===== config.mk =====
export PLATFORM = sky130hd
export DESIGN_NAME = mem_subsystem
export DESIGN_NICKNAME = d
export VERILOG_FILES = /design/src/hdl/nand_cpu_pkg.sv /design/src/hdl/d_cache.sv /design/src/hdl/i_cache.sv /design/src/hdl/mem_subsystem.sv /design/src/hdl/memory.sv
export SDC_FILE = /design/constraint.sdc
export NUM_CORES = 2
export LEC_CHECK = 0
export BUFFER_PORTS_ARGS = -buffer_cell sky130_fd_sc_hd__buf_2
export CORE_MARGIN = 2
export CORE_UTILIZATION = 61
export CTS_CLUSTER_DIAMETER = 120
export DETAILED_ROUTE_END_ITERATION = 6
export HOLD_SLACK_MARGIN = 0.08
export PLACE_DENSITY = 0.77
export SETUP_SLACK_MARGIN = 0.5
export SYNTH_ARGS = -nofsm -noshare
export SYNTH_HDL_FRONTEND = slang
export SYNTH_SLANG_ARGS = --single-unit

===== constraint.sdc =====
create_clock -name clk -period 8.1 [get_ports clk]
set_input_delay 0.81 -clock clk [delete_from_list [all_inputs] [get_ports clk]]
set_output_delay 0.81 -clock clk [all_outputs]
set_load 0.05 [all_outputs]

===== src/mem_init.hex =====
// one 32-bit word per line, word address 0x00 up to 0x3f, value c0de_AAAA with AA = address
c0de0000
c0de0101
c0de0202
c0de0303
c0de0404
c0de0505
c0de0606
c0de0707
c0de0808
c0de0909
c0de0a0a
c0de0b0b
c0de0c0c
c0de0d0d
c0de0e0e
c0de0f0f
c0de1010
c0de1111
c0de1212
c0de1313
c0de1414
c0de1515
c0de1616
c0de1717
c0de1818
c0de1919
c0de1a1a
c0de1b1b
c0de1c1c
c0de1d1d
c0de1e1e
c0de1f1f
c0de2020
c0de2121
c0de2222
c0de2323
c0de2424
c0de2525
c0de2626
c0de2727
c0de2828
c0de2929
c0de2a2a
c0de2b2b
c0de2c2c
c0de2d2d
c0de2e2e
c0de2f2f
c0de3030
c0de3131
c0de3232
c0de3333
c0de3434
c0de3535
c0de3636
c0de3737
c0de3838
c0de3939
c0de3a3a
c0de3b3b
c0de3c3c
c0de3d3d
c0de3e3e
c0de3f3f


===== src/hdl/nand_cpu_pkg.sv =====
package nand_cpu_pkg;

    // ------------------------------------------------------------------
    // data types
    // ------------------------------------------------------------------

    // one data word, also the width of a memory beat
    typedef logic [31:0] word_t;

    // data port operation
    typedef enum logic {
        OP_LOAD,
        OP_STORE
    } mem_op_t;

    // ------------------------------------------------------------------
    // state machines
    // ------------------------------------------------------------------

    // main memory
    typedef enum logic [2:0] {
        MS_READY,
        MS_I_READ,
        MS_D_WRITE,
        MS_D_HOLD,
        MS_D_READ,
        MS_RELEASE
    } mem_state_t;

    // both caches, icache never enters C_WRITEBACK
    typedef enum logic [1:0] {
        C_IDLE,
        C_WRITEBACK,
        C_REFILL,
        C_DONE
    } cache_state_t;

endpackage


===== src/hdl/d_cache.sv =====
`timescale 1ns/1ps

module d_cache
    import nand_cpu_pkg::*;
#(
    parameter int addr_bits   = 6,
    parameter int block_words = 4,
    parameter int cache_lines = 4,
    localparam int off_bits   = $clog2(block_words),
    localparam int blk_bits   = addr_bits - off_bits,
    localparam int idx_bits   = $clog2(cache_lines),
    localparam int tag_bits   = blk_bits - idx_bits
) (
    input  logic                    clk,
    input  logic                    n_rst,

    input  logic                    dc_req,
    input  mem_op_t                 dc_op,
    input  logic [addr_bits-1:0]    dc_addr,
    input  word_t                   dc_wdata,
    output logic                    dc_ack,
    output word_t                   dc_rdata,

    output logic                    md_req,
    output mem_op_t                 md_op,
    output logic [blk_bits-1:0]     md_addr,
    output word_t [block_words-1:0] md_wblock,
    input  logic                    md_ack,
    input  word_t                   md_rdata,
    input  logic                    md_rvalid
);

    logic [cache_lines-1:0]  valid;
    logic [cache_lines-1:0]  dirty;
    logic [tag_bits-1:0]     tags [cache_lines];
    word_t [block_words-1:0] lines [cache_lines];
    cache_state_t            state;
    logic [off_bits-1:0]     refill_beat;
    logic [off_bits-1:0]     off;
    logic [idx_bits-1:0]     idx;
    logic [tag_bits-1:0]     req_tag;
    logic                    hit;
    logic                    start;
    logic                    refill_end;

    assign off        = dc_addr[off_bits-1:0];
    assign idx        = dc_addr[off_bits +: idx_bits];
    assign req_tag    = dc_addr[addr_bits-1 -: tag_bits];
    assign hit        = valid[idx] && tags[idx] == req_tag;
    assign start      = state == C_IDLE && dc_req && !md_ack;
    assign refill_end = state == C_REFILL && md_ack;

    // ------------------------------------------------------------------
    // control
    // ------------------------------------------------------------------

    always_ff @(posedge clk) begin
        if (!n_rst) begin
            state  <= C_IDLE;
            valid  <= '0;
            dirty  <= '0;
            dc_ack <= 1'b0;
            md_req <= 1'b0;
        end else begin
            case (state)
                C_IDLE: begin
                    if (start && hit) begin
                        if (dc_op == OP_STORE) begin
                            dirty[idx] <= 1'b1;
                        end
                        dc_ack <= 1'b1;
                        state  <= C_DONE;
                    end else if (start) begin
                        md_req <= 1'b1;
                        state  <= (valid[idx] && dirty[idx]) ? C_WRITEBACK : C_REFILL;
                    end
                end
                C_WRITEBACK: begin
                    // full handshake for the old block, then ask for the new one
                    if (md_req && md_ack) begin
                        md_req <= 1'b0;
                    end else if (!md_req && !md_ack) begin
                        md_req <= 1'b1;
                        state  <= C_REFILL;
                    end
                end
                C_REFILL: begin
                    if (md_ack) begin
                        md_req     <= 1'b0;
                        valid[idx] <= 1'b1;
                        dirty[idx] <= dc_op == OP_STORE;
                        dc_ack     <= 1'b1;
                        state      <= C_DONE;
                    end
                end
                C_DONE: begin
                    if (!dc_req) begin
                        dc_ack <= 1'b0;
                        state  <= C_IDLE;
                    end
                end
                default: state <= C_IDLE;
            endcase
        end
    end

    // ------------------------------------------------------------------
    // lines and memory request payload
    // ------------------------------------------------------------------

    always_ff @(posedge clk) begin
        if (state == C_IDLE) begin
            // victim block address if dirty, else the missing block
            md_op       <= (valid[idx] && dirty[idx]) ? OP_STORE : OP_LOAD;
            md_addr     <= (valid[idx] && dirty[idx]) ? {tags[idx], idx}
                                                      : dc_addr[addr_bits-1:off_bits];
            md_wblock   <= lines[idx];
            refill_beat <= '0;
        end
        if (state == C_WRITEBACK && !md_req && !md_ack) begin
            md_op   <= OP_LOAD;
            md_addr <= dc_addr[addr_bits-1:off_bits];
        end
        if (state == C_REFILL && md_rvalid) begin
            lines[idx][refill_beat] <= md_rdata;
            refill_beat             <= refill_beat + 1'b1;
        end
        if (refill_end) begin
            tags[idx] <= req_tag;
        end
        // store hit, or merge after write-allocate
        if (dc_op == OP_STORE && ((start && hit) || refill_end)) begin
            lines[idx][off] <= dc_wdata;
        end
        if (state != C_DONE) begin
            dc_rdata <= lines[idx][off];
        end
    end

    a_md_req_held: assert property (@(posedge clk) disable iff (!n_rst)
        md_req && !md_ack |=> md_req);

endmodule


===== src/hdl/i_cache.sv =====
`timescale 1ns/1ps

module i_cache
    import nand_cpu_pkg::*;
#(
    parameter int addr_bits   = 6,
    parameter int block_words = 4,
    parameter int cache_lines = 4,
    localparam int off_bits   = $clog2(block_words),
    localparam int blk_bits   = addr_bits - off_bits,
    localparam int idx_bits   = $clog2(cache_lines),
    localparam int tag_bits   = blk_bits - idx_bits
) (
    input  logic                 clk,
    input  logic                 n_rst,

    input  logic                 if_req,
    input  logic [addr_bits-1:0] if_addr,
    output logic                 if_ack,
    output word_t                if_data,

    output logic                 mi_req,
    output logic [blk_bits-1:0]  mi_addr,
    input  logic                 mi_ack,
    input  word_t                mi_rdata,
    input  logic                 mi_rvalid
);

    logic [cache_lines-1:0]  valid;
    logic [tag_bits-1:0]     tags [cache_lines];
    word_t [block_words-1:0] lines [cache_lines];
    cache_state_t            state;
    logic [off_bits-1:0]     refill_beat;
    logic [off_bits-1:0]     off;
    logic [idx_bits-1:0]     idx;
    logic [tag_bits-1:0]     req_tag;
    logic                    hit;

    assign off     = if_addr[off_bits-1:0];
    assign idx     = if_addr[off_bits +: idx_bits];
    assign req_tag = if_addr[addr_bits-1 -: tag_bits];
    assign hit     = valid[idx] && tags[idx] == req_tag;

    always_ff @(posedge clk) begin
        if (!n_rst) begin
            state  <= C_IDLE;
            valid  <= '0;
            if_ack <= 1'b0;
            mi_req <= 1'b0;
        end else begin
            case (state)
                C_IDLE: begin
                    // memory ack of the last refill must be gone
                    if (if_req && !mi_ack) begin
                        if (hit) begin
                            if_ack <= 1'b1;
                            state  <= C_DONE;
                        end else begin
                            mi_req <= 1'b1;
                            state  <= C_REFILL;
                        end
                    end
                end
                C_REFILL: begin
                    if (mi_ack) begin
                        mi_req     <= 1'b0;
                        valid[idx] <= 1'b1;
                        if_ack     <= 1'b1;
                        state      <= C_DONE;
                    end
                end
                C_DONE: begin
                    if (!if_req) begin
                        if_ack <= 1'b0;
                        state  <= C_IDLE;
                    end
                end
                default: state <= C_IDLE;
            endcase
        end
    end

    // line fill and result word
    always_ff @(posedge clk) begin
        if (state == C_IDLE) begin
            mi_addr     <= if_addr[addr_bits-1:off_bits];
            refill_beat <= '0;
        end
        if (state == C_REFILL && mi_rvalid) begin
            lines[idx][refill_beat] <= mi_rdata;
            refill_beat             <= refill_beat + 1'b1;
        end
        if (state == C_REFILL && mi_ack) begin
            tags[idx] <= req_tag;
        end
        if (state != C_DONE) begin
            if_data <= lines[idx][off];
        end
    end

    a_addr_stable: assert property (@(posedge clk) disable iff (!n_rst)
        $past(if_req) && if_req |-> $stable(if_addr));

endmodule


===== src/hdl/mem_subsystem.sv =====
`timescale 1ns/1ps

module mem_subsystem
    import nand_cpu_pkg::*;
#(
    parameter int addr_bits   = 6,
    parameter int block_words = 4,
    parameter int cache_lines = 4,
    localparam int blk_bits   = addr_bits - $clog2(block_words)
) (
    input  logic                 clk,
    input  logic                 n_rst,

    input  logic                 if_req,
    input  logic [addr_bits-1:0] if_addr,
    output logic                 if_ack,
    output word_t                if_data,

    input  logic                 dc_req,
    input  mem_op_t              dc_op,
    input  logic [addr_bits-1:0] dc_addr,
    input  word_t                dc_wdata,
    output logic                 dc_ack,
    output word_t                dc_rdata
);

    // icache to memory
    logic                    mi_req;
    logic [blk_bits-1:0]     mi_addr;
    logic                    mi_ack;
    word_t                   mi_rdata;
    logic                    mi_rvalid;

    // dcache to memory
    logic                    md_req;
    mem_op_t                 md_op;
    logic [blk_bits-1:0]     md_addr;
    word_t [block_words-1:0] md_wblock;
    logic                    md_ack;
    word_t                   md_rdata;
    logic                    md_rvalid;

    i_cache #(
        .addr_bits   (addr_bits),
        .block_words (block_words),
        .cache_lines (cache_lines)
    ) u_i_cache (
        .clk, .n_rst,
        .if_req, .if_addr, .if_ack, .if_data,
        .mi_req, .mi_addr, .mi_ack, .mi_rdata, .mi_rvalid
    );

    d_cache #(
        .addr_bits   (addr_bits),
        .block_words (block_words),
        .cache_lines (cache_lines)
    ) u_d_cache (
        .clk, .n_rst,
        .dc_req, .dc_op, .dc_addr, .dc_wdata, .dc_ack, .dc_rdata,
        .md_req, .md_op, .md_addr, .md_wblock, .md_ack, .md_rdata, .md_rvalid
    );

    memory #(
        .addr_bits   (addr_bits),
        .block_words (block_words)
    ) u_memory (
        .clk, .n_rst,
        .mi_req, .mi_addr, .mi_ack, .mi_rdata, .mi_rvalid,
        .md_req, .md_op, .md_addr, .md_wblock, .md_ack, .md_rdata, .md_rvalid
    );

endmodule


===== src/hdl/memory.sv =====
`timescale 1ns/1ps

module memory
    import nand_cpu_pkg::*;
#(
    parameter int addr_bits   = 6,
    parameter int block_words = 4,
    localparam int off_bits   = $clog2(block_words),
    localparam int blk_bits   = addr_bits - off_bits
) (
    input  logic                            clk,
    input  logic                            n_rst,

    input  logic                            mi_req,
    input  logic [blk_bits-1:0]             mi_addr,
    output logic                            mi_ack,
    output word_t                           mi_rdata,
    output logic                            mi_rvalid,

    input  logic                            md_req,
    input  mem_op_t                         md_op,
    input  logic [blk_bits-1:0]             md_addr,
    input  word_t [block_words-1:0]         md_wblock,
    output logic                            md_ack,
    output word_t                           md_rdata,
    output logic                            md_rvalid
);

    word_t               mem [2**addr_bits];
    mem_state_t          state;
    mem_state_t          next_state;
    logic [off_bits-1:0] beat;
    logic [blk_bits-1:0] blk_addr;
    logic                serve_d;
    logic                serve_wr;
    word_t               beat_data;

    initial begin
        $readmemh("/design/src/mem_init.hex", mem);
    end

    // one beat register feeds both read ports, rvalid tells them apart
    assign mi_rdata = beat_data;
    assign md_rdata = beat_data;

    // ------------------------------------------------------------------
    // port selection and sequencing
    // ------------------------------------------------------------------

    always_comb begin
        next_state = state;
        case (state)
            MS_READY: begin
                // icache first
                if (mi_req) begin
                    next_state = MS_I_READ;
                end else if (md_req && md_op == OP_STORE) begin
                    next_state = MS_D_WRITE;
                end else if (md_req) begin
                    next_state = MS_D_READ;
                end
            end
            MS_I_READ, MS_D_WRITE, MS_D_READ: begin
                if (&beat) begin
                    next_state = MS_RELEASE;
                end
            end
            MS_D_HOLD: begin
                // only the refill that follows the eviction
                if (md_req && md_op == OP_LOAD) begin
                    next_state = MS_D_READ;
                end
            end
            MS_RELEASE: begin
                if (!(serve_d ? md_req : mi_req)) begin
                    next_state = serve_wr ? MS_D_HOLD : MS_READY;
                end
            end
            default: next_state = MS_READY;
        endcase
    end

    always_ff @(posedge clk) begin
        if (!n_rst) begin
            state     <= MS_READY;
            beat      <= '0;
            serve_d   <= 1'b0;
            serve_wr  <= 1'b0;
            mi_ack    <= 1'b0;
            md_ack    <= 1'b0;
            mi_rvalid <= 1'b0;
            md_rvalid <= 1'b0;
        end else begin
            state     <= next_state;
            mi_ack    <= state == MS_RELEASE && !serve_d && mi_req;
            md_ack    <= state == MS_RELEASE && serve_d && md_req;
            mi_rvalid <= state == MS_I_READ;
            md_rvalid <= state == MS_D_READ;
            // wraps back to zero after the last beat
            if (state == MS_I_READ || state == MS_D_WRITE || state == MS_D_READ) begin
                beat <= beat + 1'b1;
            end else begin
                beat <= '0;
            end
            if (state == MS_READY) begin
                serve_d  <= !mi_req;
                serve_wr <= !mi_req && md_op == OP_STORE;
            end else if (state == MS_D_HOLD) begin
                serve_d  <= 1'b1;
                serve_wr <= 1'b0;
            end
        end
    end

    // ------------------------------------------------------------------
    // array access
    // ------------------------------------------------------------------

    always_ff @(posedge clk) begin
        if (state == MS_READY) begin
            blk_addr <= mi_req ? mi_addr : md_addr;
        end else if (state == MS_D_HOLD) begin
            blk_addr <= md_addr;
        end
        beat_data <= mem[{blk_addr, beat}];
        if (state == MS_D_WRITE) begin
            mem[{blk_addr, beat}] <= md_wblock[beat];
        end
    end

    a_single_ack: assert property (@(posedge clk) disable iff (!n_rst)
        !(mi_ack && md_ack));
    a_mi_ack_req: assert property (@(posedge clk) disable iff (!n_rst)
        $rose(mi_ack) |-> mi_req);
    a_md_ack_req: assert property (@(posedge clk) disable iff (!n_rst)
        $rose(md_ack) |-> md_req);

endmodule


==> impl_results.md <==
- Status: finished with violations
- Failing checks: max-capacitance violations, max-slew violations
- PwrDens: 354 nW/um^2
- Detailed placer's ending HPWL: 199000 microns
- Total CTS buffers: 337
- Ys flop type: edfxtp_1
- CP arrival: 5960 ps
- Layout cells sized above 1: 26.2%
- Non-Filler Instances: 9581
- FILL cells: 12300
- Max Fclk: 195 MHz
- Nets: 6568
- Die H: 463 microns
- Netlist Area Pre-Place: 128000 sq um
- Area of the multi-input gates: 27200 sq um
- Max Cap Violations: 1
- Peak supply drop: 0.415 mV
- Area grow syn2layout: 12.3%
- Total GRT Usage: 33.9%
- Post-synthesis net count: 6273
- Static leakage power: 45.5 nW
- PostCTS Resize Cnt: 0
- Fin Setup TNS: 0 ps
- R2R Setup Slk: 2970 ps
- CP Class: reg2reg
- Global route overflow: 0
- CTS Hold Bufs: 0
- RSZ-0062 raised after global routing: no
- Pin count of the biggest net entering global routing: 119
- H-tree Lvls: 5
- Via count: 70000
- Final ANT Viol Nets: 0
- Met1 Resource Use GR: 45.0%
- Clock buffer depth: 4
- CTS tree: built
- Initial antenna violation count: 35
- Vias per inst: 7.30
- Register area share after synthesis: 78.2%
- Met3 usage: 11.4%
- Final Skew: 63.1 ps
- Fin crit share: 63.4%
- Placed instance count: 8971
- WL final: 367000 microns
- Initial drt markers: 13000
- Skew-Pair Late Insertion Delay: 960 ps
- First-pass GRT wire length: 511000 microns
- Post-synth EDFFs: 3296
- M2 GR Usage: 50.3%
- Avg Cell Area, Syn: 20.7 sq um
- Core footprint: 209000 sq um
- Setup Fix Bufs, Post-CTS: 0
- Max FO, Critical Path: 100
- Chip width: 463 microns
- Gpl congestion: 0.966
- Port bufs: 114
- Dpl ws: 2390 ps
- Async SR Flop Fraction: 0%
- Vias in the first global route: 67800
- First-pass iteration count of the detailed router: 7
- Register bit total from synthesis: 3360
- Root Driver: clkbuf_16
- Most used routing layer: met2
- Hold Path Class: in2reg
- Commonest non-fill, non-tap cells in the layout: 3296 x edfxtp_1, 524 x mux4_2, 343 x clkbuf_16, 295 x a221oi_1, 259 x mux2_2
- Register area: 100000 sq um
- Clock slew at reported path FFs: 70 ps
- DRC Markers: 0
- Synth warnings: 0
- Final Max Tran Viols: 1
- Hold WS: 145 ps
- CP endpoint kind: register
- Die footprint: 214000 sq um
- Startpoint types: register
- Critical path required time: 8930 ps
- CTS Sinks: 3360
- Post-DR wirelength/cell: 38.3 microns
- Power Total: 50.9 mW
- Library cells used by synthesis: 65
- Row cnt: 168
- IO Pins: 115
- Slew HR: -2.58%
- Worst slew pin tran: 1540 ps
- Min Clock Period, post-route: 5130 ps
- Gate Count Post-Synth: 6210
- Fin. Hold Viols: 0
- Most common cell after layout, fill and taps aside: edfxtp_1
- Fin worst setup slack: 2970 ps
- Setup violators final: 0
- Effective utilization at floorplan: 61.3%
-- where the power goes --
part           switching, mW  internal, mW
clock                   6.42          8.65
sequential             0.732          22.5
combinational           9.44          3.18
total                   16.6          34.3
-- synth_stat cells (8+ instances only) --
| cell type | n | area [sq um] |
|---|---|---|
| clkbuf_1 | 224 | 841 |
| nand2_1 | 143 | 537 |
| o221ai_1 | 10 | 87.6 |
| a222oi_1 | 9 | 90.1 |
| nand2b_1 | 19 | 119 |
| ha_1 | 14 | 175 |
| or3_1 | 12 | 75.1 |
| or4_1 | 12 | 90.1 |
| o22ai_1 | 113 | 707 |
| nand4_1 | 8 | 50.1 |
| nand3_1 | 17 | 85.1 |
| a221oi_1 | 295 | 2580 |
| buf_2 | 76 | 380 |
| mux2i_1 | 189 | 1890 |
| nor2b_1 | 13 | 81.3 |
| o211ai_1 | 9 | 67.6 |
| a31oi_1 | 10 | 62.6 |
| a22oi_1 | 119 | 893 |
| mux2_4 | 29 | 435 |
| nor3_1 | 19 | 95.1 |
| inv_1 | 16 | 60.1 |
| a22o_1 | 20 | 175 |
| mux4_2 | 524 | 11800 |
| a21oi_1 | 86 | 430 |
| dfxtp_1 | 64 | 1280 |
| mux2_2 | 259 | 2920 |
| a211oi_1 | 25 | 188 |
| a221o_1 | 38 | 380 |
| buf_1 | 88 | 330 |
| nor2_1 | 228 | 856 |
| o21ai_0 | 112 | 561 |
| o22a_1 | 17 | 149 |
| o21a_1 | 11 | 82.6 |
| edfxtp_1 | 3296 | 99000 |
-- final timing paths --
kind | from | endpoint | cells past startpoint
worst max-delay path | u_memory.beat[0] | u_memory.md_rdata[5] | 8
worst min-delay path | dc_addr[4] | u_d_cache.tags[0][0] | 1
worst max register to register | u_memory.beat[0] | u_memory.md_rdata[5] | 8
worst min register to register | u_d_cache.valid[1] | u_d_cache.valid[1] | 1
-- state kept, by name (all words and copies together), names as in the netlist, 8 cells and up --
signal,count
u_memory.mem,2048
u_memory.md_rdata,32
u_d_cache.dc_rdata,32
u_i_cache.lines,512
u_i_cache.tags,8
u_i_cache.if_data,32
u_d_cache.md_wblock,128
u_d_cache.tags,8
u_d_cache.lines,512
-- routing by layer --
metal / up-vias / wire length, microns
li1: 26700 / -
met1: 35700 / 123000
met2: 6256 / 165000
met3: 1204 / 55000
met4: 32 / 23800
met5: - / 346
-- stage by stage --
| step | util, % | instance area (sq um) |
|---|---|---|
| after detailed placement | 63.7 | 133000 |
| after global placement | 63.7 | 133000 |
| after floorplan | - | 128000 |
| after global routing | 68.8 | 144000 |
| final | 68.8 | 144000 |
| after CTS | 68.8 | 144000 |
-- cell type report --
cell class                      instances  area share (%)
Inverter                               17          0.0513
Sequential cell                      3360            69.6
Multi-Input combinational cell       2440            18.9
Timing Repair Buffer                  349            1.67
Antenna cell                           16          0.0278
Tap cell                             2805            2.44
Clock buffer                          419            6.24
Clock inverter                        175            1.05
-- worst max-delay path: stages, from the launching register on --
cell	delay [ps]
dfxtp_4	640
buf_12	430
and2_2	520
buf_4	440
a221oi_1	370
nor2_1	90
o21ai_0	850
o221ai_1	910
or3_1	590
-- cells by family (layout without fill, tap and decap cells) --
kind of cell               Yosys count  in the layout  synth area share (%)
muxes                             1001           1001                  13.3
AOI/OAI and AO/OA                  908            908                  5.27
adders and majority gates           14             14                 0.137
buffers and inverters              410            960                  1.30
xor gates and xnor gates             5              5                0.0341
and+or+nand+nor                    512            512                  1.80
other                                0             16                     0
DFF                               3360           3360                  78.2
(Power assumes the default switching activity.)
